### src/source/counter_program.hex
// one 32 bit instruction word per line, rom address 0 first
// word fields msb first: cond, alu_op, dest, src_a, src_b, immed, jump_addr, reserved
00700000 // 0  rega <= 0
00B00000 // 1  regb <= 0
00F00000 // 2  marlo <= 0
01300000 // 3  marhi <= 0
40000034 // 4  loop, rx_full jumps to 13
6000002C // 5  tx_ready jumps to 11
044C0400 // 6  increment, rega <= rega + 1
069C0000 // 7  regb <= regb + 0 + carry
01100000 // 8  marhi <= regb
00C00000 // 9  marlo <= rega
20000010 // 10 back to loop
01400000 // 11 write, uart <= rega
20000018 // 12 on to increment
01200000 // 13 read, marhi <= uart byte
20000018 // 14 on to increment

### src/source/cpu_pkg.sv
// data widths, opcode enums, instruction and write request structs, rom size
package cpu_pkg;

    ////////////////////////////////////////////////////////////////////////////
    // widths
    ////////////////////////////////////////////////////////////////////////////

    // one byte on the data buses, registers and uart
    typedef logic [7:0]  byte_t;
    // marhi:marlo as seen on the address bus
    typedef logic [15:0] addr16_t;
    // program counter, also the jump target
    typedef logic [7:0]  pc_t;

    // program rom size in instruction words
    localparam int unsigned rom_depth = 256;
    // rom image, path relative to the run directory
    localparam string rom_file = "/design/src/source/counter_program.hex";

    ////////////////////////////////////////////////////////////////////////////
    // instruction field encodings
    ////////////////////////////////////////////////////////////////////////////

    typedef enum logic [3:0] {
        op_a               = 4'd0,
        op_b               = 4'd1,
        op_a_plus_b        = 4'd2,
        op_a_plus_b_plus_c = 4'd3,
        op_b_plus_1        = 4'd4
    } alu_op_e;

    // where the alu result goes
    typedef enum logic [2:0] {
        dest_none  = 3'd0,
        dest_rega  = 3'd1,
        dest_regb  = 3'd2,
        dest_marlo = 3'd3,
        dest_marhi = 3'd4,
        dest_uart  = 3'd5
    } dest_e;

    // operand sources, same set for both alu inputs
    typedef enum logic [1:0] {
        src_rega  = 2'd0,
        src_regb  = 2'd1,
        src_uart  = 2'd2,
        src_immed = 2'd3
    } src_e;

    // jump condition, tested in exec
    typedef enum logic [2:0] {
        cond_never    = 3'd0,
        cond_always   = 3'd1,
        cond_rx_full  = 3'd2,
        cond_tx_ready = 3'd3,
        cond_carry    = 3'd4
    } cond_e;

    // one rom word, msb first
    typedef struct packed {
        cond_e     cond;       // [31:29]
        alu_op_e   alu_op;     // [28:25]
        dest_e     dest;       // [24:22]
        src_e      src_a;      // [21:20]
        src_e      src_b;      // [19:18]
        byte_t     immed;      // [17:10]
        pc_t       jump_addr;  // [9:2]
        logic [1:0] reserved;  // [1:0] kept zero
    } instr_t;

    // two phase sequencer
    typedef enum logic {
        ph_fetch = 1'b0,
        ph_exec  = 1'b1
    } phase_e;

    // write request from control to register file and uart
    typedef struct packed {
        dest_e dest;
        byte_t data;
    } reg_write_t;

endpackage

### src/source/cpu_control.sv
// phase fsm, program counter, instruction register, carry flag, jumps and write strobes
`timescale 1ns/1ns

module cpu_control import cpu_pkg::*; (
    input  logic       clk,
    input  logic       rst_n,
    input  instr_t     rom_word,
    input  byte_t      alu_result,
    input  logic       alu_carry,
    input  logic       rx_full,
    input  logic       tx_ready,
    output pc_t        pc,
    output alu_op_e    alu_op,
    output src_e       src_a,
    output src_e       src_b,
    output byte_t      immed,
    output logic       carry,
    output reg_write_t wr,
    output logic       rx_take
);

    phase_e phase;
    pc_t    pc_q;
    pc_t    pc_next;
    instr_t ir;
    logic   jump_taken;
    logic   arith_op;

    ////////////////////////////////////////////////////////////////////////////
    // sequencer
    ////////////////////////////////////////////////////////////////////////////

    // fetch and exec simply alternate
    always_ff @(posedge clk or negedge rst_n) begin
        if (!rst_n) begin
            phase <= ph_fetch;
        end else begin
            phase <= (phase == ph_fetch) ? ph_exec : ph_fetch;
        end
    end

    // rom output holds the word at pc all through fetch
    // latch it at the end of fetch
    always_ff @(posedge clk) begin
        if (phase == ph_fetch) begin
            ir <= rom_word;
        end
    end

    ////////////////////////////////////////////////////////////////////////////
    // jumps and program counter
    ////////////////////////////////////////////////////////////////////////////

    // condition from flags as they stand during exec
    always_comb begin
        unique case (ir.cond)
            cond_never:    jump_taken = 1'b0;
            cond_always:   jump_taken = 1'b1;
            cond_rx_full:  jump_taken = rx_full;
            cond_tx_ready: jump_taken = tx_ready;
            cond_carry:    jump_taken = carry;
            default:       jump_taken = 1'b0;
        endcase
    end

    // pc only moves at the closing edge of exec
    always_comb begin
        pc_next = pc_q;
        if (phase == ph_exec) begin
            pc_next = jump_taken ? ir.jump_addr : pc_q + 8'd1;
        end
    end

    always_ff @(posedge clk or negedge rst_n) begin
        if (!rst_n) begin
            pc_q <= '0;
        end else begin
            pc_q <= pc_next;
        end
    end

    // rom is addressed ahead with the pc the next edge will load
    // so the word is ready at the start of fetch
    assign pc = pc_next;

    ////////////////////////////////////////////////////////////////////////////
    // carry flag
    ////////////////////////////////////////////////////////////////////////////

    // only the adders touch the carry
    assign arith_op = (ir.alu_op == op_a_plus_b) ||
                      (ir.alu_op == op_a_plus_b_plus_c) ||
                      (ir.alu_op == op_b_plus_1);

    always_ff @(posedge clk or negedge rst_n) begin
        if (!rst_n) begin
            carry <= 1'b0;
        end else if (phase == ph_exec && arith_op) begin
            carry <= alu_carry;
        end
    end

    ////////////////////////////////////////////////////////////////////////////
    // datapath controls
    ////////////////////////////////////////////////////////////////////////////

    assign alu_op = ir.alu_op;
    assign src_a  = ir.src_a;
    assign src_b  = ir.src_b;
    assign immed  = ir.immed;

    // write request valid in exec only
    always_comb begin
        wr.dest = dest_none;
        wr.data = alu_result;
        if (phase == ph_exec) begin
            wr.dest = ir.dest;
        end
    end

    // reading the uart byte frees the receive buffer
    assign rx_take = (phase == ph_exec) &&
                     ((ir.src_a == src_uart) || (ir.src_b == src_uart));

endmodule

### config.mk
export PLATFORM = sky130hd
export DESIGN_NAME = cpu_control
export DESIGN_NICKNAME = d
export VERILOG_FILES = /design/src/source/cpu_pkg.sv /design/src/source/cpu_control.sv
export SDC_FILE = /design/constraint.sdc
export NUM_CORES = 1
export LEC_CHECK = 0
export BUFFER_PORTS_ARGS = -buffer_cell sky130_fd_sc_hd__buf_2
export CAP_MARGIN = 30
export CORE_MARGIN = 2
export CORE_UTILIZATION = 46
export DETAILED_ROUTE_END_ITERATION = 6
export GPL_ROUTABILITY_DRIVEN = 0
export PLACE_DENSITY = 0.88
export SLEW_MARGIN = 25
export SYNTH_ARGS = -nofsm -noshare
export SYNTH_HDL_FRONTEND = slang
export SYNTH_SLANG_ARGS = --single-unit
### constraint.sdc
create_clock -name clk -period 2.6 [get_ports clk]
set_input_delay 0.52 -clock clk [delete_from_list [all_inputs] [get_ports clk]]
set_output_delay 0.52 -clock clk [all_outputs]
set_load 0.01 [all_outputs]
==> results.md <==
- Seq/Total Area, Yosys: 66.0%
- Die X: 65.6 um
- Setup-failing EPs final: 0
- Crit path max fanout: 14
- Cell taking the most area after synthesis: edfxtp_1
- Power Dens Cells: 772 nW/um2
- Unrepaired setup endpoints after global routing: yes
- Layout overhead on the synthesized area: 19.2%
- Initial antenna violation count: 0
- Area share of the largest cell type after synthesis: 51.7%
- Grt total ovfl: 0
- Layout Skew: 0.0101 ns
- Drt total wl: 2.96 mm
- Inserted Diodes: 0
- Crit Path Category: register to output pin
- Share of layout cells above drive strength 1: 46.5%
- Placed Cells: 209
- CTS clk-pin slew, worst paths: 0.08 ns
- Port-buffer cells: 63
- Cell area after synthesis: 1740 um2
- Top cells by count, synth: edfxtp_1 (30), buf_4 (24), dfrtp_1 (10), a21oi_1 (9), mux2i_1 (9)
- M1 WL: 1.12 mm
- Starting Density: 47.6%
- Setup crit start kind: register
- Worst path required time: 2.08 ns
- Seq cells post-synth: 40
- Worst-case vdd ir drop: 0.567 mV
- Clk sinks: 40
- Setup WS post-layout: 0.0666 ns
- Critical path endpoint category: output pin
- Num CTS Buffers: 5
- Starting DRT DRC Count: 41
- CP cell instances: nor3b_2 -> nor4_4 -> buf_12 -> mux2i_1 -> o22a_1 -> buf_2
- Slew HR: 63.6%
- First-pass GRT wire length: 4.51 mm
- CTS tree: yes
- Synth Area per Inst: 14.2 um2
- Number of global-route vias before repair: 958
- Asr flop ratio synth: 25.0%
- Top cells by area, synth: edfxtp_1 (52%), dfrtp_1 (14%), buf_4 (10%)
- WP data arrival: 2.01 ns
- Clock buffer depth: 2
- Cell count after synthesis: 123
- Critical-path top delay cell: edfxtp_1
- HP Class: input pin to asynchronous set/reset pin
- Final nets: 215
- Final slew viol count: 0
- Post-route insts no fill: 218
- Number of synthesized flops with an enable pin: 30
- Status: finished, final reports clean
- H-tree depth: 2
- Min Clock Period, post-route: 2.53 ns
- Clock Tree Root: clkbuf_8
- Via count: 1099
- CTS Hold Buffers Added: 0
- Pre-CTS setup slack: -0.156 ns
- TritonRoute pass-1 iters: 4
- Actual slew at the worst max-slew pin: 0.546 ns
- Uppermost routed layer: met4
- Leakage power: 0.891 nW
- Main flop type after synthesis: edfxtp_1
- Met2 Routed Length: 1.51 mm
- Max-Cap Viols: 0
- Synth unique cells: 25
- Largest stage delay, worst path: 0.47 ns
- Max Clk Rate: 395 MHz
- Drc violations: 0
- Tcrit/Tclk final: 97.4%
- Largest net degree at the start of global routing: 30
- Clock Latency Late Sink: 0.29 ns
- Hpwl dp: 2.14 mm
- Final hold slack: 0.0750 ns
- Tot GR Track Use: 14.5%
- Yosys warnings: 0
- DIE HEIGHT: 65.6 um
- Synthesized net count: 169
- Area of the die: 4300 um2
- Vias per cell: 5.04
- Final hold vios: 0
- Row count: 22
- IO Pins: 82
- Most frequent cell after synthesis: edfxtp_1
- Metal3 WL: 246 um
- Util after Layout: 56.7%
- Number of nets with antenna violations after routing: 0
- Routed WL per cell: 13.6 um
- Core area: 3660 um2
-- kinds of logic (layout without fill, tap and decap cells) --
group | after synthesis | after routing | share of synthesized area [%]
AO/OA/AOI/OAI | 15 | 15 | 5.60
buffers and inverters | 30 | 77 | 12.1
flip-flops | 40 | 40 | 66.0
adder cells (fa/ha/maj) | 1 | 1 | 0.718
multiplexers | 10 | 10 | 5.81
AND/OR/NAND/NOR | 27 | 27 | 9.76
-- layout by cell type, fill, tap and decap left out, types with 2 or more instances in the layout --
| cell | synthesis | routed |
|---|---|---|
| buf_2 | 0 | 63 |
| edfxtp_1 | 30 | 30 |
| dfrtp_1 | 10 | 10 |
| a21oi_1 | 9 | 9 |
| mux2i_1 | 9 | 8 |
| clkbuf_8 | 0 | 6 |
| nand3_1 | 5 | 5 |
| nand2_1 | 5 | 5 |
| a2bb2oi_1 | 5 | 4 |
| and2_1 | 3 | 3 |
| inv_1 | 3 | 3 |
| nor2_1 | 3 | 3 |
| and3_1 | 2 | 2 |
| nand2b_1 | 2 | 2 |
-- what timing repair did --
| item | CTS | global route |
|---|---|---|
| setup endpoints to repair | 8 | 6 |
| pin swaps | 1 | 1 |
| setup buffers | 1 | 0 |
| resized for setup | 0 | 6 |
-- routing by layer --
layer | global-route usage, % | vias to the layer above
met5 | 0 | -
met4 | 7.03 | 0
met3 | 5.48 | 9
met2 | 25.0 | 52
met1 | 15.6 | 523
li1 | - | 515
-- state kept, by name (all words and copies together) (netlist names) --
name,cells
src_a,2
alu_op,4
immed,8
src_b,2
phase,1
carry,1
pc_q,8
ir,14
-- worst max-delay path, delay by kind of cell, from the launching register on --
family / cells / cell delay, ns
DFF: 1 / 0.47
AOI/OAI and AO/OA: 1 / 0.19
buffers and inverters: 2 / 0.33
muxes: 1 / 0.21
and+or+nand+nor: 2 / 0.53
-- cell type report --
type | count | area (um2)
Clock buffer | 7 | 86.3
Tap cell | 48 | 60.1
Clock inverter | 1 | 3.75
Timing Repair Buffer | 65 | 343
Inverter | 4 | 15.0
Fill cell | 314 | 1580
Sequential cell | 40 | 1150
Multi-Input combinational cell | 53 | 418
-- report_power, final --
part / internal (mW) / switching (mW) / total (mW)
registers: 0.767 / 0.0710 / 0.838
clock network: 0.212 / 0.202 / 0.414
logic: 0.183 / 0.168 / 0.351
-- stage by stage --
| stage | cell area [um2] | setup TNS [ns] | power, mW |
|---|---|---|---|
| final | 2080 | 0 | 1.60 |
| after global routing | 2080 | -0.136 | 1.69 |
| after CTS | 2040 | 0 | 1.60 |
| after detailed placement | 1930 | -0.745 | 1.18 |
| after global placement | 1930 | -0.341 | 1.16 |
| after floorplan | 1740 | 0 | 1.07 |
-- final timing paths --
check	start	end	slack, ns	cells past startpoint
max	ir[29]	pc[3]	0.07	6
min	rst_n	pc_q[0]	0.08	1
max reg2reg	phase	carry	0.67	4
min reg2reg	carry	carry	0.55	1
max in group asynchronous	rst_n	pc_q[6]	2.32	1
min in group clk	rom_word[24]	ir[24]	0.40	1
No activity file was read; power rests on OpenSTA's default activity.
