--- config.mk ---
export PLATFORM = sky130hd
export DESIGN_NAME = alu
export DESIGN_NICKNAME = d
export VERILOG_FILES = /design/src/source/cpu_pkg.sv /design/src/source/alu.sv
export SDC_FILE = /design/constraint.sdc
export NUM_CORES = 1
export LEC_CHECK = 0
export ABC_AREA = 1
export BUFFER_PORTS_ARGS = -buffer_cell sky130_fd_sc_hd__buf_2
export CORE_ASPECT_RATIO = 0.75
export CORE_MARGIN = 2
export CORE_UTILIZATION = 59
export DETAILED_ROUTE_END_ITERATION = 10
export PLACE_DENSITY = 0.95
export SYNTH_ARGS = -nofsm -noshare
export SYNTH_HDL_FRONTEND = slang
export SYNTH_SLANG_ARGS = --single-unit
--- constraint.sdc ---
create_clock -name vclk -period 5.37
set_clock_uncertainty 0.2 [all_clocks]
set_input_delay 0.537 -clock vclk [all_inputs]
set_output_delay 0.537 -clock vclk [all_outputs]
set_load 0.03 [all_outputs]
--- src/source/counter_program.hex ---
// one 32 bit instruction word per line, rom address 0 first
// word fields msb first: cond, alu_op, dest, src_a, src_b, immed, jump_addr, reserved
00700000 // 0  rega <= 0
00B00000 // 1  regb <= 0
00F00000 // 2  marlo <= 0
01300000 // 3  marhi <= 0
40000034 // 4  loop, rx_full jumps to 13
6000002C // 5  tx_ready jumps to 11
044C0400 // 6  increment, rega <= rega + 1
069C0000 // 7  regb <= regb + 0 + carry
01100000 // 8  marhi <= regb
00C00000 // 9  marlo <= rega
20000010 // 10 back to loop
01400000 // 11 write, uart <= rega
20000018 // 12 on to increment
01200000 // 13 read, marhi <= uart byte
20000018 // 14 on to increment

--- src/source/cpu_pkg.sv ---
// data widths, opcode enums, instruction and write request structs, rom size
package cpu_pkg;

    ////////////////////////////////////////////////////////////////////////////
    // widths
    ////////////////////////////////////////////////////////////////////////////

    // one byte on the data buses, registers and uart
    typedef logic [7:0]  byte_t;
    // marhi:marlo as seen on the address bus
    typedef logic [15:0] addr16_t;
    // program counter, also the jump target
    typedef logic [7:0]  pc_t;

    // program rom size in instruction words
    localparam int unsigned rom_depth = 256;
    // rom image, path relative to the run directory
    localparam string rom_file = "/design/src/source/counter_program.hex";

    ////////////////////////////////////////////////////////////////////////////
    // instruction field encodings
    ////////////////////////////////////////////////////////////////////////////

    typedef enum logic [3:0] {
        op_a               = 4'd0,
        op_b               = 4'd1,
        op_a_plus_b        = 4'd2,
        op_a_plus_b_plus_c = 4'd3,
        op_b_plus_1        = 4'd4
    } alu_op_e;

    // where the alu result goes
    typedef enum logic [2:0] {
        dest_none  = 3'd0,
        dest_rega  = 3'd1,
        dest_regb  = 3'd2,
        dest_marlo = 3'd3,
        dest_marhi = 3'd4,
        dest_uart  = 3'd5
    } dest_e;

    // operand sources, same set for both alu inputs
    typedef enum logic [1:0] {
        src_rega  = 2'd0,
        src_regb  = 2'd1,
        src_uart  = 2'd2,
        src_immed = 2'd3
    } src_e;

    // jump condition, tested in exec
    typedef enum logic [2:0] {
        cond_never    = 3'd0,
        cond_always   = 3'd1,
        cond_rx_full  = 3'd2,
        cond_tx_ready = 3'd3,
        cond_carry    = 3'd4
    } cond_e;

    // one rom word, msb first
    typedef struct packed {
        cond_e     cond;       // [31:29]
        alu_op_e   alu_op;     // [28:25]
        dest_e     dest;       // [24:22]
        src_e      src_a;      // [21:20]
        src_e      src_b;      // [19:18]
        byte_t     immed;      // [17:10]
        pc_t       jump_addr;  // [9:2]
        logic [1:0] reserved;  // [1:0] kept zero
    } instr_t;

    // two phase sequencer
    typedef enum logic {
        ph_fetch = 1'b0,
        ph_exec  = 1'b1
    } phase_e;

    // write request from control to register file and uart
    typedef struct packed {
        dest_e dest;
        byte_t data;
    } reg_write_t;

endpackage

--- src/source/alu.sv ---
// operand selection and the byte alu with carry out
`timescale 1ns/1ns

module alu import cpu_pkg::*; (
    input  src_e    src_a,
    input  src_e    src_b,
    input  byte_t   immed,
    input  byte_t   rega,
    input  byte_t   regb,
    input  byte_t   rx_byte,
    input  logic    carry,
    input  alu_op_e alu_op,
    output byte_t   alu_result,
    output logic    alu_carry
);

    byte_t      opnd_a;
    byte_t      opnd_b;
    logic [8:0] sum;

    // operand muxes, same source set on both sides
    always_comb begin
        unique case (src_a)
            src_rega:  opnd_a = rega;
            src_regb:  opnd_a = regb;
            src_uart:  opnd_a = rx_byte;
            src_immed: opnd_a = immed;
            default:   opnd_a = rega;
        endcase
    end

    always_comb begin
        unique case (src_b)
            src_rega:  opnd_b = rega;
            src_regb:  opnd_b = regb;
            src_uart:  opnd_b = rx_byte;
            src_immed: opnd_b = immed;
            default:   opnd_b = regb;
        endcase
    end

    // one 9 bit adder shared by all sum ops
    // bit 8 is the carry out
    always_comb begin
        unique case (alu_op)
            op_a_plus_b:        sum = {1'b0, opnd_a} + {1'b0, opnd_b};
            op_a_plus_b_plus_c: sum = {1'b0, opnd_a} + {1'b0, opnd_b} + {8'd0, carry};
            op_b_plus_1:        sum = {1'b0, opnd_b} + 9'd1;
            op_b:               sum = {1'b0, opnd_b};
            default:            sum = {1'b0, opnd_a};
        endcase
    end

    // pass ops leave carry out at zero
    assign alu_result = sum[7:0];
    assign alu_carry  = sum[8];

endmodule

==> metrics.txt <==
# TYPE chip_impl_metric gauge
chip_impl_info{name="run_status",value="finished, final reports clean"} 1
chip_impl_metric{name="min_delay_path_depth",unit=""} 6
chip_impl_metric{name="globalRouteTotalUtil",unit=""} 0.3349
chip_impl_info{name="hold_path_class",value="primary input to output pin"} 1
chip_impl_metric{name="area_used_by_sequential_logic_in_the_layout",unit="µm²"} 0
chip_impl_metric{name="dp.cells",unit=""} 404
chip_impl_metric{name="yosysWarnings",unit=""} 0
chip_impl_metric{name="initial_utilization",unit=""} 0.6154
chip_impl_metric{name="synthXorXnorAreaFrac",unit=""} 0
chip_impl_metric{name="tightestPinTransition",unit="ns"} 0.5773
chip_impl_metric{name="max_freq",unit="MHz"} 223.5
chip_impl_metric{name="first_global_vias",unit=""} 2075
chip_impl_metric{name="syn2layout_area_growth",unit="%"} 16.56
chip_impl_info{name="cp-start-kind",value="primary input"} 1
chip_impl_metric{name="antenna_left",unit=""} 0
chip_impl_metric{name="maxCapViolations",unit=""} 0
chip_impl_metric{name="placement_rows",unit=""} 16
chip_impl_metric{name="finalSetupViolCount",unit=""} 0
chip_impl_metric{name="placed_cell_area",unit="mm²"} 0.001867
chip_impl_metric{name="final.min_clock_period",unit="ns"} 4.475
chip_impl_metric{name="multiplexer_area_fraction_after_synthesis",unit=""} 0
chip_impl_metric{name="number_of_gates_resized_after_cts",unit=""} 0
chip_impl_metric{name="report.final.hold_viol_count",unit=""} 0
chip_impl_info{name="grt_setup_unrepaired",value="false"} 1
chip_impl_metric{name="dr_wl_met2",unit="µm"} 2347
chip_impl_metric{name="max-slew-margin-rel",unit=""} 0.6130
chip_impl_metric{name="design.seq.count",unit=""} 0
chip_impl_metric{name="worst_ir_drop_vdd",unit="µV"} 73.30
chip_impl_metric{name="stdcell_area",unit="mm²"} 0.001867
chip_impl_metric{name="route.met3.wl",unit="µm"} 664
chip_impl_info{name="top_layer_used",value="met4"} 1
chip_impl_metric{name="critical_path_peak_fanout",unit=""} 10
chip_impl_metric{name="synth-compound-area-share",unit=""} 0.1922
chip_impl_metric{name="number_of_antenna_violations_at_the_first_check_in_global_routing",unit=""} 0
chip_impl_info{name="synth_top_family_by_area",value="simple AND/OR/NAND/NOR gates"} 1
chip_impl_metric{name="hold-worst-slack",unit="ns"} 1.453
chip_impl_metric{name="ios",unit=""} 50
chip_impl_metric{name="worst-endpoint-required",unit="ns"} 4.63
chip_impl_metric{name="fin_nets",unit=""} 423
chip_impl_metric{name="routed_via_density",unit=""} 5.795
chip_impl_metric{name="initial_detailed_routing_violation_count",unit=""} 330
chip_impl_metric{name="synth_seq_area_share",unit=""} 0
chip_impl_metric{name="totalNegativeSetupSlack",unit="ns"} 0
chip_impl_metric{name="timing.final.crit_share",unit=""} 0.8333
chip_impl_metric{name="detailedPlace.worstSlack",unit="ns"} 0.9927
chip_impl_metric{name="gp_routability_congestion",unit=""} 1.057
chip_impl_metric{name="cts_post_setup_buffers_inserted",unit=""} 0
chip_impl_metric{name="synth_fa_ha_area_frac",unit=""} 0.09844
chip_impl_metric{name="power-per-cell-area",unit="mW/mm²"} 142.3
chip_impl_metric{name="fp.dieArea",unit="mm²"} 0.003152
chip_impl_metric{name="die_width",unit="µm"} 64.16
chip_impl_metric{name="synth_cell_types",unit=""} 35
chip_impl_metric{name="arrival",unit="ns"} 3.74
chip_impl_metric{name="overflow",unit=""} 0
chip_impl_metric{name="fraction_of_final_layout_cells_with_drive_strength_greater_than_1",unit=""} 0.1793
chip_impl_metric{name="wire_length_of_the_first_global_routing_pass",unit="µm"} 8790
chip_impl_metric{name="die_y",unit="µm"} 49.12
chip_impl_metric{name="first_pass_iters",unit=""} 7
chip_impl_info{name="cp-end-kind",value="output pin"} 1
chip_impl_metric{name="diodes",unit=""} 0
chip_impl_metric{name="grt_max_degree",unit=""} 14
chip_impl_metric{name="detail_route.wirelength",unit="µm"} 5237
chip_impl_metric{name="netlist_instances",unit=""} 321
chip_impl_metric{name="synthesis.area",unit="mm²"} 0.001602
chip_impl_metric{name="dp_hpwl",unit="µm"} 4346
chip_impl_metric{name="clock_buffers",unit=""} 0
chip_impl_metric{name="remaining_drc_errors",unit=""} 0
chip_impl_metric{name="synth_simple_gate_area_share",unit=""} 0.5648
chip_impl_metric{name="slew_violations",unit=""} 0
chip_impl_metric{name="route.vias.total",unit=""} 2341
chip_impl_metric{name="leakage",unit="nW"} 1.072
chip_impl_metric{name="fp.coreArea",unit="mm²"} 0.002603
chip_impl_metric{name="drt_wl_cell",unit="µm"} 12.96
chip_impl_metric{name="buffer_ports.inserted",unit=""} 50
chip_impl_metric{name="syn_area_per_cell",unit="µm²"} 4.989
chip_impl_metric{name="post_layout_nonfiller_instances",unit=""} 404
chip_impl_metric{name="postCtsHoldBufs",unit=""} 0
chip_impl_metric{name="postSynthNetCount",unit=""} 374
chip_impl_metric{name="drt-met1-wl",unit="µm"} 2171
chip_impl_info{name="path_class",value="primary input to output pin"} 1
chip_impl_metric{name="timing.final.ws_setup",unit="ns"} 0.8951
[synthesized netlist by cell type, types with 2 or more instances]
cell type  number  area [µm²]
nand3b_1        3       22.52
nand3_1        38       190.2
nand2_1       103       386.6
nor2_1         38       142.6
or2_1           2       12.51
inv_2           2       7.510
o21ai_1         8       40.04
nand4_1         5       31.28
a21oi_1         7       35.03
nand2_2         3       18.77
nand3_2         2       20.02
ha_1           11       137.6
nor2_2          2       12.51
o2111ai_1       2       17.52
a31oi_1         2       12.51
a221oi_1        4       35.03
a22oi_1         3       22.52
o21ai_0        16       80.08
nor2_4          4       45.04
o21bai_1        2       15.01
buf_6           2       22.52
inv_1          49       183.9
[worst max-delay path: stages]
cell and delay, ns:
buf_2 0.12, inv_2 0.09, nand2_2 0.18, inv_1 0.15, a221oi_1 0.25, nand2_1 0.07, o21ai_0 0.11, inv_1 0.07
ha_1 0.21, inv_1 0.08, fa_1 0.43, inv_1 0.09, ha_1 0.14, inv_1 0.05, nor2_1 0.14, nand3_1 0.12
nor2_1 0.25, nand2_1 0.13, nand2_1 0.08, nand3_1 0.07, nand2_1 0.09, inv_1 0.04, nand3_1 0.06, buf_2 0.19
[power by group]
group	leakage [nW]	switching [W]	internal, W	total [W]
Combinational	1.07	0.000178	0.0000879	0.000266
Clock	0	0	0	0
Sequential	0	0	0	0
[kinds of logic (layout without fill, tap and decap cells)]
kind of cell / Yosys count / in the layout
adders and majority gates: 12 / 12
and+or+nand+nor: 203 / 203
AOI/OAI and AO/OA: 50 / 50
buffers and inverters: 56 / 103
[routing by layer]
metal | vias up | GRT usage
met5 | - | 0
met4 | 0 | 0.03546
met3 | 10 | 0.04388
met2 | 171 | 0.5712
met1 | 1014 | 0.4645
li1 | 1146 | -
[stage by stage]
stage | utilization | total power, W
2_1_floorplan | - | 0.0001911
3_3_place_gp | 0.7173 | 0.0002474
3_5_place_dp | 0.7173 | 0.0002565
4_1_cts | 0.7173 | 0.0002578
5_1_grt | 0.7173 | 0.0002952
6_report | 0.7173 | 0.0002656
[placed cells by master (no fill, tap or decap), types with 3 or more instances in the layout]
master and count:
a22oi_1 3, o21ai_0 16, nand3b_1 3, ha_1 11, a221oi_1 4, inv_1 49, buf_2 50, o21ai_1 8
nand2_2 3, nand3_1 38, nor2_1 38, nor2_4 4, a21oi_1 7, nand2_1 103, nand4_1 5
[worst paths after layout]
check                    start            end  slack (ns)
worst max-delay path  src_a[1]  alu_result[6]        0.90
worst min-delay path   rega[6]  alu_result[6]        1.45
[cell type report]
cell class / count / area (µm²)
fillers: 235 / 735.7
inverters: 53 / 201.4
multi-input cells: 265 / 1370
well taps: 36 / 45.04
repair buffers: 50 / 250.2
No activity file was read; power rests on OpenSTA's default activity.
