==> src/source/counter_program.hex <==
// one 32 bit instruction word per line, rom address 0 first
// word fields msb first: cond, alu_op, dest, src_a, src_b, immed, jump_addr, reserved
00700000 // 0  rega <= 0
00B00000 // 1  regb <= 0
00F00000 // 2  marlo <= 0
01300000 // 3  marhi <= 0
40000034 // 4  loop, rx_full jumps to 13
6000002C // 5  tx_ready jumps to 11
044C0400 // 6  increment, rega <= rega + 1
069C0000 // 7  regb <= regb + 0 + carry
01100000 // 8  marhi <= regb
00C00000 // 9  marlo <= rega
20000010 // 10 back to loop
01400000 // 11 write, uart <= rega
20000018 // 12 on to increment
01200000 // 13 read, marhi <= uart byte
20000018 // 14 on to increment

==> src/source/cpu_pkg.sv <==
// data widths, opcode enums, instruction and write request structs, rom size
package cpu_pkg;

    ////////////////////////////////////////////////////////////////////////////
    // widths
    ////////////////////////////////////////////////////////////////////////////

    // one byte on the data buses, registers and uart
    typedef logic [7:0]  byte_t;
    // marhi:marlo as seen on the address bus
    typedef logic [15:0] addr16_t;
    // program counter, also the jump target
    typedef logic [7:0]  pc_t;

    // program rom size in instruction words
    localparam int unsigned rom_depth = 256;
    // rom image, path relative to the run directory
    localparam string rom_file = "/design/src/source/counter_program.hex";

    ////////////////////////////////////////////////////////////////////////////
    // instruction field encodings
    ////////////////////////////////////////////////////////////////////////////

    typedef enum logic [3:0] {
        op_a               = 4'd0,
        op_b               = 4'd1,
        op_a_plus_b        = 4'd2,
        op_a_plus_b_plus_c = 4'd3,
        op_b_plus_1        = 4'd4
    } alu_op_e;

    // where the alu result goes
    typedef enum logic [2:0] {
        dest_none  = 3'd0,
        dest_rega  = 3'd1,
        dest_regb  = 3'd2,
        dest_marlo = 3'd3,
        dest_marhi = 3'd4,
        dest_uart  = 3'd5
    } dest_e;

    // operand sources, same set for both alu inputs
    typedef enum logic [1:0] {
        src_rega  = 2'd0,
        src_regb  = 2'd1,
        src_uart  = 2'd2,
        src_immed = 2'd3
    } src_e;

    // jump condition, tested in exec
    typedef enum logic [2:0] {
        cond_never    = 3'd0,
        cond_always   = 3'd1,
        cond_rx_full  = 3'd2,
        cond_tx_ready = 3'd3,
        cond_carry    = 3'd4
    } cond_e;

    // one rom word, msb first
    typedef struct packed {
        cond_e     cond;       // [31:29]
        alu_op_e   alu_op;     // [28:25]
        dest_e     dest;       // [24:22]
        src_e      src_a;      // [21:20]
        src_e      src_b;      // [19:18]
        byte_t     immed;      // [17:10]
        pc_t       jump_addr;  // [9:2]
        logic [1:0] reserved;  // [1:0] kept zero
    } instr_t;

    // two phase sequencer
    typedef enum logic {
        ph_fetch = 1'b0,
        ph_exec  = 1'b1
    } phase_e;

    // write request from control to register file and uart
    typedef struct packed {
        dest_e dest;
        byte_t data;
    } reg_write_t;

endpackage

==> src/source/register_file.sv <==
// general registers rega and regb, address registers marlo and marhi
`timescale 1ns/1ns

module register_file import cpu_pkg::*; (
    input  logic       clk,
    input  logic       rst_n,
    input  reg_write_t wr,
    output byte_t      rega,
    output byte_t      regb,
    output addr16_t    mar
);

    byte_t marlo;
    byte_t marhi;

    // one register per write, picked by dest
    // dest_none and dest_uart fall through untouched
    always_ff @(posedge clk or negedge rst_n) begin
        if (!rst_n) begin
            rega  <= '0;
            regb  <= '0;
            marlo <= '0;
            marhi <= '0;
        end else begin
            unique case (wr.dest)
                dest_rega:  rega  <= wr.data;
                dest_regb:  regb  <= wr.data;
                dest_marlo: marlo <= wr.data;
                dest_marhi: marhi <= wr.data;
                default: begin
                    // not a register file destination
                end
            endcase
        end
    end

    // address bus, high byte first
    assign mar = {marhi, marlo};

endmodule

==> config.mk <==
export PLATFORM = sky130hd
export DESIGN_NAME = register_file
export DESIGN_NICKNAME = d
export VERILOG_FILES = /design/src/source/cpu_pkg.sv /design/src/source/register_file.sv
export SDC_FILE = /design/constraint.sdc
export NUM_CORES = 1
export LEC_CHECK = 0
export BUFFER_PORTS_ARGS = -buffer_cell sky130_fd_sc_hd__buf_2
export CAP_MARGIN = 20
export CORE_UTILIZATION = 45
export CTS_BUF_LIST = sky130_fd_sc_hd__clkbuf_4 sky130_fd_sc_hd__clkbuf_8
export CTS_CLUSTER_DIAMETER = 120
export DETAILED_ROUTE_END_ITERATION = 6
export PLACE_DENSITY = 0.77
export SLEW_MARGIN = 20
export SYNTH_ARGS = -nofsm -noshare
export SYNTH_HDL_FRONTEND = slang
export SYNTH_SLANG_ARGS = --single-unit
==> constraint.sdc <==
create_clock -name clk -period 0.8 [get_ports clk]
set_input_delay 0.12 -clock clk [delete_from_list [all_inputs] [get_ports clk]]
set_output_delay 0.12 -clock clk [all_outputs]
set_load 0.01 [all_outputs]
==> metrics.md, run 1 <==
| Metric | Value |
|---|---|
| Drt pass-1 iters | 3 |
| Critical path class | flop to output pin |
| Delay of the slowest critical-path stage | 0.41 ns |
| Row count | 18 |
| Largest net degree at the start of global routing | 33 |
| Post-DR wirelength/cell | between 10 and 15 um |
| GR peak layer | met2 |
| Cell family with most CP delay | flip-flops |
| Layout area overhead | 41.16% |
| Dominant cell type by area after synthesis | dfrtp_1 |
| Antenna violations before repair | 0 |
| VDD IR max | 1.877 mV |
| Initial Util | 0.4856 |
| Distinct cells, synth | 4 |
| Share of cells above drive strength 1 | 0.7424 |
| Total congestion overflow | 0 |
| Fin crit period | between 1 and 1.5 ns |
| Total power | slightly above 4 mW |
| Antenna Cells | 0 |
| Crit Reg-Reg Startpoint | marhi[1] |
| Die W | roughly 54 um |
| Vias in the first global route | ~800 |
| Final worst-path setup slack | -0.2000 ns |
| Leak | just over 0.8 nW |
| Placed cells | between 100 and 150 |
| Area after DPL | 1578 um2 |
| Crit-path max FO | 2 |
| Gr usage total | 0.1959 |
| GRT met3 Usage | 0.07910 |
| Post-Syn Area | 1225 um2 |
| Met1 usage | 0.2388 |
| Synth Area in Compound Gates | 0 |
| Clock-pin transition on the worst setup and hold timing paths | ~0.090 ns |
| Crit-path slowest cell | dfrtp_1 |
| Clk_skew | 0 ns |
| Via Count | approximately 800 |
| Startpoint Class | flop |
| Met2 Usage GRT | 0.2967 |
| Violated checks | negative setup slack |
| Num ports | 45 |
| Fin area | approximately 1700 um2 |
| Final Setup Violations | 37 |
| CP bufs+invs | 1 |
| Worst hold start | wr[2] |
| CTS tree | yes |
| Crit end category | output pin |
| Post-route ant nets | 0 |
| Most frequent cells in the layout | buf_2, dfrtp_1, mux2_2, clkbuf_4, buf_6 |
| PD cells | 2401 nW/um2 |
| Post-Synth Simple-Gate Area | 0.05209 |
| Routed WL | 2378 um |
| Post-route DRC violation count | 0 |
| Full die area | roughly 2900 um2 |
| XOR/XNOR Fraction of Synth Area | 0 |
| Max transition margin | 0.8737 |
| Hold Path Class | input port to flop |
| Setup crit start | regb[7] |
| Chip Height | between 50 and 60 um |
| Max Root-Sink Buffers | 2 |
| WP data required | ~0.7 ns |
| CTS sink count | 32 |
| Layout Nets | around 140 |
| Cells along the critical path | buf_2 |
| Flop2flop setup slack | -0.08 ns |
| Commonest non-fill, non-tap cell in the layout | buf_2 |
| Clk_lat worst skew | between 0.3 and 0.4 ns |
| First-pass GRT wire length | ~3800 um |
| Hpwl dp | approximately 1700 um |
| Top cell type's share of synthesized area | 0.6537 |
| Port bufs | 44 |
| Largest family of logic cells by synthesized area | multiplexers |
| Mapped Avg Cell Area | approximately 18 um2 |
| Synth warn | 0 |
| # fillers | slightly below 200 |
| Fin util | 0.6855 |
| Fin crit share | 1.250 |
| Via/cell ratio | between 5 and 6 |
| WHS | 0.06970 ns |
| Yosys reg bits | 32 |
| Worst-margin pin slew | 0.1893 ns |
| Max Cap Violations | 0 |
| CTS H-Tree Depth | 2 |
| Gpl congestion | 0.6771 |
| Synth Instances | between 60 and 70 |
| Mux share of post-synthesis cell area | 0.2942 |
| Achievable Freq | approximately 1 GHz |
| Initial DRC count | 6 |
| Worst EP arrival | around 0.9 ns |
| Core area | between 2000 and 3000 um2 |
| Setup repair after global routing missed its margin | true |
| Share of the yosys chip area belonging to registers | 0.6537 |
| Final Max Tran Viols | 0 |
| Num CTS Buffers | 5 |
| Final Hold Viols | 0 |
| Synth top area cells | dfrtp_1, mux2_2, nor3b_4, nand3b_1 |
| Clk root buf | clkbuf_4 |
| Final Non-Filler Cells | roughly 160 |
| Status | finished, violations left |
| Post-Synth Adder-Cell Area | 0 |
| Syn nets | between 80 and 90 |
## cell type report
| cell class | count | area, um2 | share of cell area |
|---|---|---|---|
| repair buffers | 56 | 396.6 | 0.2294 |
| clock buffers | 8 | 66.31 | 0.03835 |
| multi-input cells | 36 | 427.9 | 0.2475 |
| flip-flops and latches | 32 | 800.8 | 0.4631 |
| well taps | 30 | 37.54 | 0.02171 |
## state kept, by name, indices dropped and copies added (netlist names)
name and cells:
marhi 8, marlo 8, rega 8, regb 8
## kinds of logic after synthesis
logic type       after synthesis
flip-flops                    32
multiplexers                  32
AND/OR/NAND/NOR                4
## report_power, final
part           leakage, nW  total, mW  internal (mW)  switching, mW
logic                0.410       1.08          0.631          0.452
clock network       0.0394      0.986          0.501          0.485
registers            0.379       2.08           1.92          0.160
total                0.829       4.15           3.05           1.10
## metal layers
metal	vias to the layer above	wire, um
met4	0	36
met2	30	1120
li1	374	-
met3	5	168
met1	408	1052
met5	-	0
## through the flow
step	setup TNS, ns	setup slack (ns)
after floorplan	-3.956	-0.1427
after global placement	-9.192	-0.3150
after detailed placement	-9.673	-0.3357
after CTS	-6.159	-0.2021
after global routing	-7.200	-0.2386
final	-5.516	-0.2000
## what timing repair did
| action | 4_1_cts | 5_1_grt |
|---|---|---|
| setup endpoints to repair | 32 | 37 |
| endpoints found under the hold margin | 32 | 0 |
| setup buffers | 5 | 0 |
| gates resized for setup | 0 | 8 |
| hold buffers | 1 | 0 |
## Yosys cell counts
cell type	number
nand3b_1	1
nor3b_4	3
mux2_2	32
dfrtp_1	32
## path summary, 6_finish.rpt
kind / to / cells past startpoint
min reg2reg: rega[5] / 1
min: marhi[2] / 2
min in group asynchronous: regb[6] / 3
max in group asynchronous: marlo[5] / 3
max: regb[7] / 1
max reg2reg: marhi[1] / 2
Note: power is estimated with default switching activity, not from simulation.
==> run 2, diff against run 1 <==
Settings changed: CELL_PAD_IN_SITES_DETAIL_PLACEMENT set to 1, CELL_PAD_IN_SITES_GLOBAL_PLACEMENT set to 2, CORE_UTILIZATION 45 to 31.
==> run 2 against run 1 <==
The flow still finishes with violations (negative setup slack); critical path depth unchanged; clock skew unchanged; combinational power up 20%; highest routed layer unchanged.
==> metrics.md, run 2 (synthesis results as in run 1) <==
| Metric | Value |
|---|---|
| Initial DRC count | 13 |
| Post-DR wirelength/cell | between 15 and 20 um |
| PD cells | about 2500 nW/um2 |
| Worst-margin pin slew | ~0.21 ns |
| Num ports | 45 |
| Antenna violations before repair | 0 |
| Final Setup Violations | 43 |
| Max Cap Violations | 0 |
| Chip Height | 64.86 um |
| Gpl congestion | roughly 0.64 |
| Vias in the first global route | between 800 and 900 |
| CTS tree | yes |
| Fin crit share | 1.173 |
| Final Hold Viols | 0 |
| Startpoint Class | flop |
| CTS H-Tree Depth | 2 |
| R2r endpoint | marlo[2] |
| Crit Reg-Reg Startpoint | marlo[2] |
| Status | finished, violations left |
| Worst-case reg-to-reg path depth | 2 |
| Hold Path Sink | regb[1] |
| First-pass GRT wire length | 4519 um |
| Cells along the critical path | buf_2 |
| Critical path class | flop to output pin |
| Routed WL | between 2000 and 3000 um |
| Max Root-Sink Buffers | 2 |
| Hold depth | 2 |
| Delay of the slowest critical-path stage | approximately 0.40 ns |
| Hold Path Class | input port to flop |
| Final worst-path setup slack | -0.1382 ns |
| Setup repair after global routing missed its margin | true |
| CTS sink count | 32 |
| Clk root buf | clkbuf_8 |
| Share of cells above drive strength 1 | 0.7500 |
| Fin crit period | between 0.9 and 1 ns |
| Total congestion overflow | 0 |
| Flop2flop setup slack | -0.09 ns |
| Via Count | 823 |
| Full die area | between 4000 and 5000 um2 |
| Clock-pin transition on the worst setup and hold timing paths | 0.06 ns |
| WP data required | between 0.6 and 0.7 ns |
| Layout Nets | approximately 150 |
| Port bufs | between 40 and 50 |
| Gr usage total | 0.1537 |
| Post-route DRC violation count | 0 |
| Worst EP arrival | a little over 0.8 ns |
| Violated checks | negative setup slack |
| Setup TNS | -4.471 ns |
| Max transition margin | 0.8581 |
| Initial Util | 0.3296 |
| CP bufs+invs | 1 |
| VDD IR max | slightly below 1 mV |
| Most frequent cells in the layout | buf_2, dfrtp_1, mux2_2, mux2_4, buf_6 |
| Via/cell ratio | 4.473 |
| Num CTS Buffers | 5 |
| Layout area overhead | 56.28% |
| Largest net degree at the start of global routing | 33 |
| Post-route ant nets | 0 |
| Core area | 3716 um2 |
| Achievable Freq | around 1.1 GHz |
| Hpwl dp | 1896 um |
| Final Max Tran Viols | 0 |
| Clk_lat worst skew | approximately 0.27 ns |
| Die W | about 65 um |
| Row count | 22 |
| Cell family with most CP delay | flip-flops |
| Antenna Cells | 0 |
| Total power | 4.702 mW |
| Final Non-Filler Cells | roughly 180 |
| Crit end category | output pin |
| Crit-path max FO | 2 |
| Drt pass-1 iters | 3 |
| # fillers | around 370 |
| Placed cells | around 170 |
| Clk_skew | 0 ns |
| Leak | approximately 0.93 nW |
| Commonest non-fill, non-tap cell in the layout | buf_2 |
| Crit-path slowest cell | dfrtp_1 |
| Worst hold start | wr[1] |
==> run 2: cell types whose count changed in the layout (fill, tap and decap cells not counted) <==
cell / delta
mux2_2: -14
mux2_4: +14
clkbuf_4: -7
clkbuf_8: +6
buf_6: +4
buf_2: -3
buf_4: +2
buf_12: +1
buf_8: +1
==> run 2: layout make-up <==
type                    instances  area [um2]  area share
clock buffers                   7       96.34     0.05033
multi-input cells              36       480.5      0.2510
flip-flops and latches         32       800.8      0.4183
well taps                      48       60.06     0.03137
repair buffers                 61       476.7      0.2490
==> run 2: routing by layer <==
layer  track usage  wire length, um  up-vias
li1              -                -      377
met1        0.1930             1217      413
met2        0.2305             1514       29
met3       0.04754              156        4
met4       0.09167               63        0
met5             0                0        -
==> run 2: worst max-delay path by stage <==
stage | depth (start not counted) | from | end | slack [ns]
after detailed placement | 4 | wr[9] | regb[0] | -0.37
after floorplan | 2 | wr[8] | marhi[0] | -0.14
after global placement | 4 | wr[8] | rega[7] | -0.32
after global routing | 1 | marhi[6] | mar[14] | -0.17
after CTS | 1 | marhi[6] | mar[14] | -0.15
final | 1 | regb[3] | regb[3] | -0.14
==> run 2: metrics by stage <==
step | setup slack (ns) | util | hold slack [ns] | instance area, um2
global route | -0.1685 | 0.5152 | 0.1183 | 1914
detailed placement | -0.3698 | 0.4320 | 0.08688 | 1605
global placement | -0.3188 | 0.4320 | 0.08219 | 1605
finish | -0.1382 | 0.5152 | 0.1161 | 1914
floorplan | -0.1427 | - | -0.1756 | 1225
CTS | -0.1468 | 0.4896 | 0.1082 | 1819
==> run 2: report_power, final <==
part / switching (mW) / internal, mW
sequential: 0.175 / 1.93
combinational: 0.506 / 0.799
clock: 0.530 / 0.765
==> run 2: repair_timing <==
item                                    4_1_cts  5_1_grt
pin swaps                                     1        2
setup buffers                                 7        4
hold buffers                                  1        0
endpoints found under the hold margin        32        0
endpoints found under the setup margin       56       48
gates resized for setup                      15       16
==> run 3, diff against run 2 <==
==> constraint.sdc (replaced) <==
create_clock -name clk -period 0.8 [get_ports clk]
set_input_delay 0.16 -clock clk [delete_from_list [all_inputs] [get_ports clk]]
set_output_delay 0.16 -clock clk [all_outputs]
set_load 0.01 [all_outputs]
==> run 3 against run 2 <==
The flow still finishes with violations (negative setup slack); count of clock-buffer cells in the layout stayed put; final cell count is 3.3% higher; critical endpoint is now mar[8]; cell area grew 4.7%; largest cell class unchanged; critical path depth unchanged; core utilization increased by 2.4 points; maximum frequency shrank 5.1%.
==> metrics.md, run 3 (synthesis results as in run 1) <==
| Metric | Value |
|---|---|
| Setup repair after global routing missed its margin | true |
| Hold depth | 2 |
| Post-route ant nets | 0 |
| WP data required | approximately 0.64 ns |
| Antenna Cells | 0 |
| Clk_lat worst skew | between 0.2 and 0.3 ns |
| CTS H-Tree Depth | 2 |
| Gpl congestion | between 0.6 and 0.7 |
| Worst hold start | wr[4] |
| Setup TNS | -6.433 ns |
| Antenna violations before repair | 0 |
| Leak | between 0.9 and 1 nW |
| CP bufs+invs | 1 |
| Commonest non-fill, non-tap cell in the layout | buf_2 |
| Worst slack at placement | -0.4098 ns |
| R2r endpoint | rega[7] |
| Share of cells above drive strength 1 | 0.7606 |
| Psw | 1.241 mW |
| Fin crit period | a little under 1 ns |
| Net Sw Frac | 0.2554 |
| CTS tree | yes |
| Crit end category | output pin |
| Max Cap Violations | 0 |
| Cells along the critical path | buf_2 |
| Via/cell ratio | around 4.5 |
| Die W | between 60 and 70 um |
| Via Count | 848 |
| Placed cells | 165 |
| Row count | 22 |
| Worst-margin pin slew | roughly 0.22 ns |
| Chip Height | about 65 um |
| Final Max Tran Viols | 0 |
| Routed WL | 3096 um |
| Core area | between 3000 and 4000 um2 |
| Pint | 3.619 mW |
| Area after DPL | 1605 um2 |
| Total power | 4.861 mW |
| Full die area | about 4200 um2 |
| Final Non-Filler Cells | 190 |
| Final Hold Viols | 0 |
| Layout area overhead | 63.64% |
| Achievable Freq | 1.011 GHz |
| VDD IR max | 0.8829 mV |
| Clk root buf | clkbuf_8 |
| Worst EP arrival | between 0.8 and 0.9 ns |
| Largest net degree at the start of global routing | 33 |
| Vias in the first global route | between 800 and 900 |
| Max transition margin | 0.8552 |
| Share of power burned in the clock network | 0.265 |
| Max Root-Sink Buffers | 2 |
| Fin area | 2004 um2 |
| Cell family with most CP delay | flip-flops |
| Layout Nets | between 150 and 200 |
| PD cells | 2425 nW/um2 |
| Hpwl dp | roughly 1900 um |
| Post-DR wirelength/cell | 16.29 um |
| Seq pwr share | 0.434 |
| Total congestion overflow | 0 |
| Hold Path Class | input port to flop |
| Fin crit share | 1.236 |
| Critical path depth in cells | 1 |
| Delay of the slowest critical-path stage | 0.40 ns |
| Status | finished, violations left |
| Gr usage total | 0.1590 |
| Hold Path Sink | regb[4] |
| Num CTS Buffers | 5 |
| Final worst-path setup slack | -0.1888 ns |
| Post-route DRC violation count | 0 |
| Drt pass-1 iters | 4 |
| Violated checks | negative setup slack |
| Flop2flop setup slack | -0.10 ns |
| Clock-pin transition on the worst setup and hold timing paths | 0.06 ns |
| Comb power frac | 0.301 |
| Crit-path max FO | 2 |
| Startpoint Class | flop |
| Clk_skew | 0 ns |
| First-pass GRT wire length | around 4700 um |
| Initial Util | 0.3296 |
| Crit-path slowest cell | dfrtp_1 |
| Most frequent cells in the layout | buf_2, dfrtp_1, mux2_4, buf_6, buf_4 |
| Critical path class | flop to output pin |
| Num ports | between 40 and 50 |
| Port bufs | 44 |
| Worst-case reg-to-reg path depth | 2 |
| Initial DRC count | 23 |
| Final Setup Violations | 58 |
| Crit Reg-Reg Startpoint | rega[7] |
| CTS sink count | 32 |
==> run 3: metrics by stage <==
stage                     hold slack [ns]    util
after floorplan                   -0.1356       -
after global placement             0.1222  0.4320
after detailed placement           0.1269  0.4320
after CTS                          0.1499  0.5047
after global routing               0.1678  0.5394
final                              0.1670  0.5394
==> run 3: worst reg2reg max path, stage by stage (launching register included) <==
cell and delay, ns:
dfrtp_1 0.39, buf_4 0.14, mux2_4 0.25
==> run 3: layout make-up <==
cell class                 count  area (um2)
sequential                    32       800.8
multi-input combinational     36       514.2
fill                         358        1712
tap                           48       60.06
timing repair buffer          67       533.0
clock buffer                   7       96.34
==> run 3: per-layer routing <==
| layer | global-route usage | wire length (um) | part of all wire |
|---|---|---|---|
| met4 | 0.09167 | 55 | 0.018 |
| met3 | 0.04754 | 166 | 0.054 |
| met5 | 0 | 0 | 0 |
| met1 | 0.2077 | 1371 | 0.44 |
| met2 | 0.2318 | 1503 | 0.49 |
==> run 3: power groups by stage <==
| stage | combinational [mW] | clock [mW] | sequential [mW] |
|---|---|---|---|
| after CTS | 1.24 | 1.34 | 2.09 |
| after floorplan | 0.313 | 0 | 2.25 |
| after global routing | 1.57 | 1.42 | 2.14 |
| final | 1.46 | 1.29 | 2.11 |
| after global placement | 0.954 | 0 | 2.10 |
| after detailed placement | 0.975 | 0 | 2.11 |
==> run 3: worst max-delay path by stage <==
stage                     startpoint  endpoint  slack, ns
after floorplan                wr[8]  marhi[0]      -0.18
after global placement         wr[8]   rega[7]      -0.36
after detailed placement       wr[9]   regb[0]      -0.41
after CTS                   marhi[6]   mar[14]      -0.19
after global routing        marhi[6]   mar[14]      -0.22
final                       marhi[0]    mar[8]      -0.19
==> run 3: timing repair <==
item                                   in CTS  in global routing
hold buffers                                1                  0
endpoints found under the hold margin      32                  0
setup endpoints to repair                  58                 58
gates resized for setup                    30                 13
buffers inserted                            7                 10
pin swaps                                   3                  1
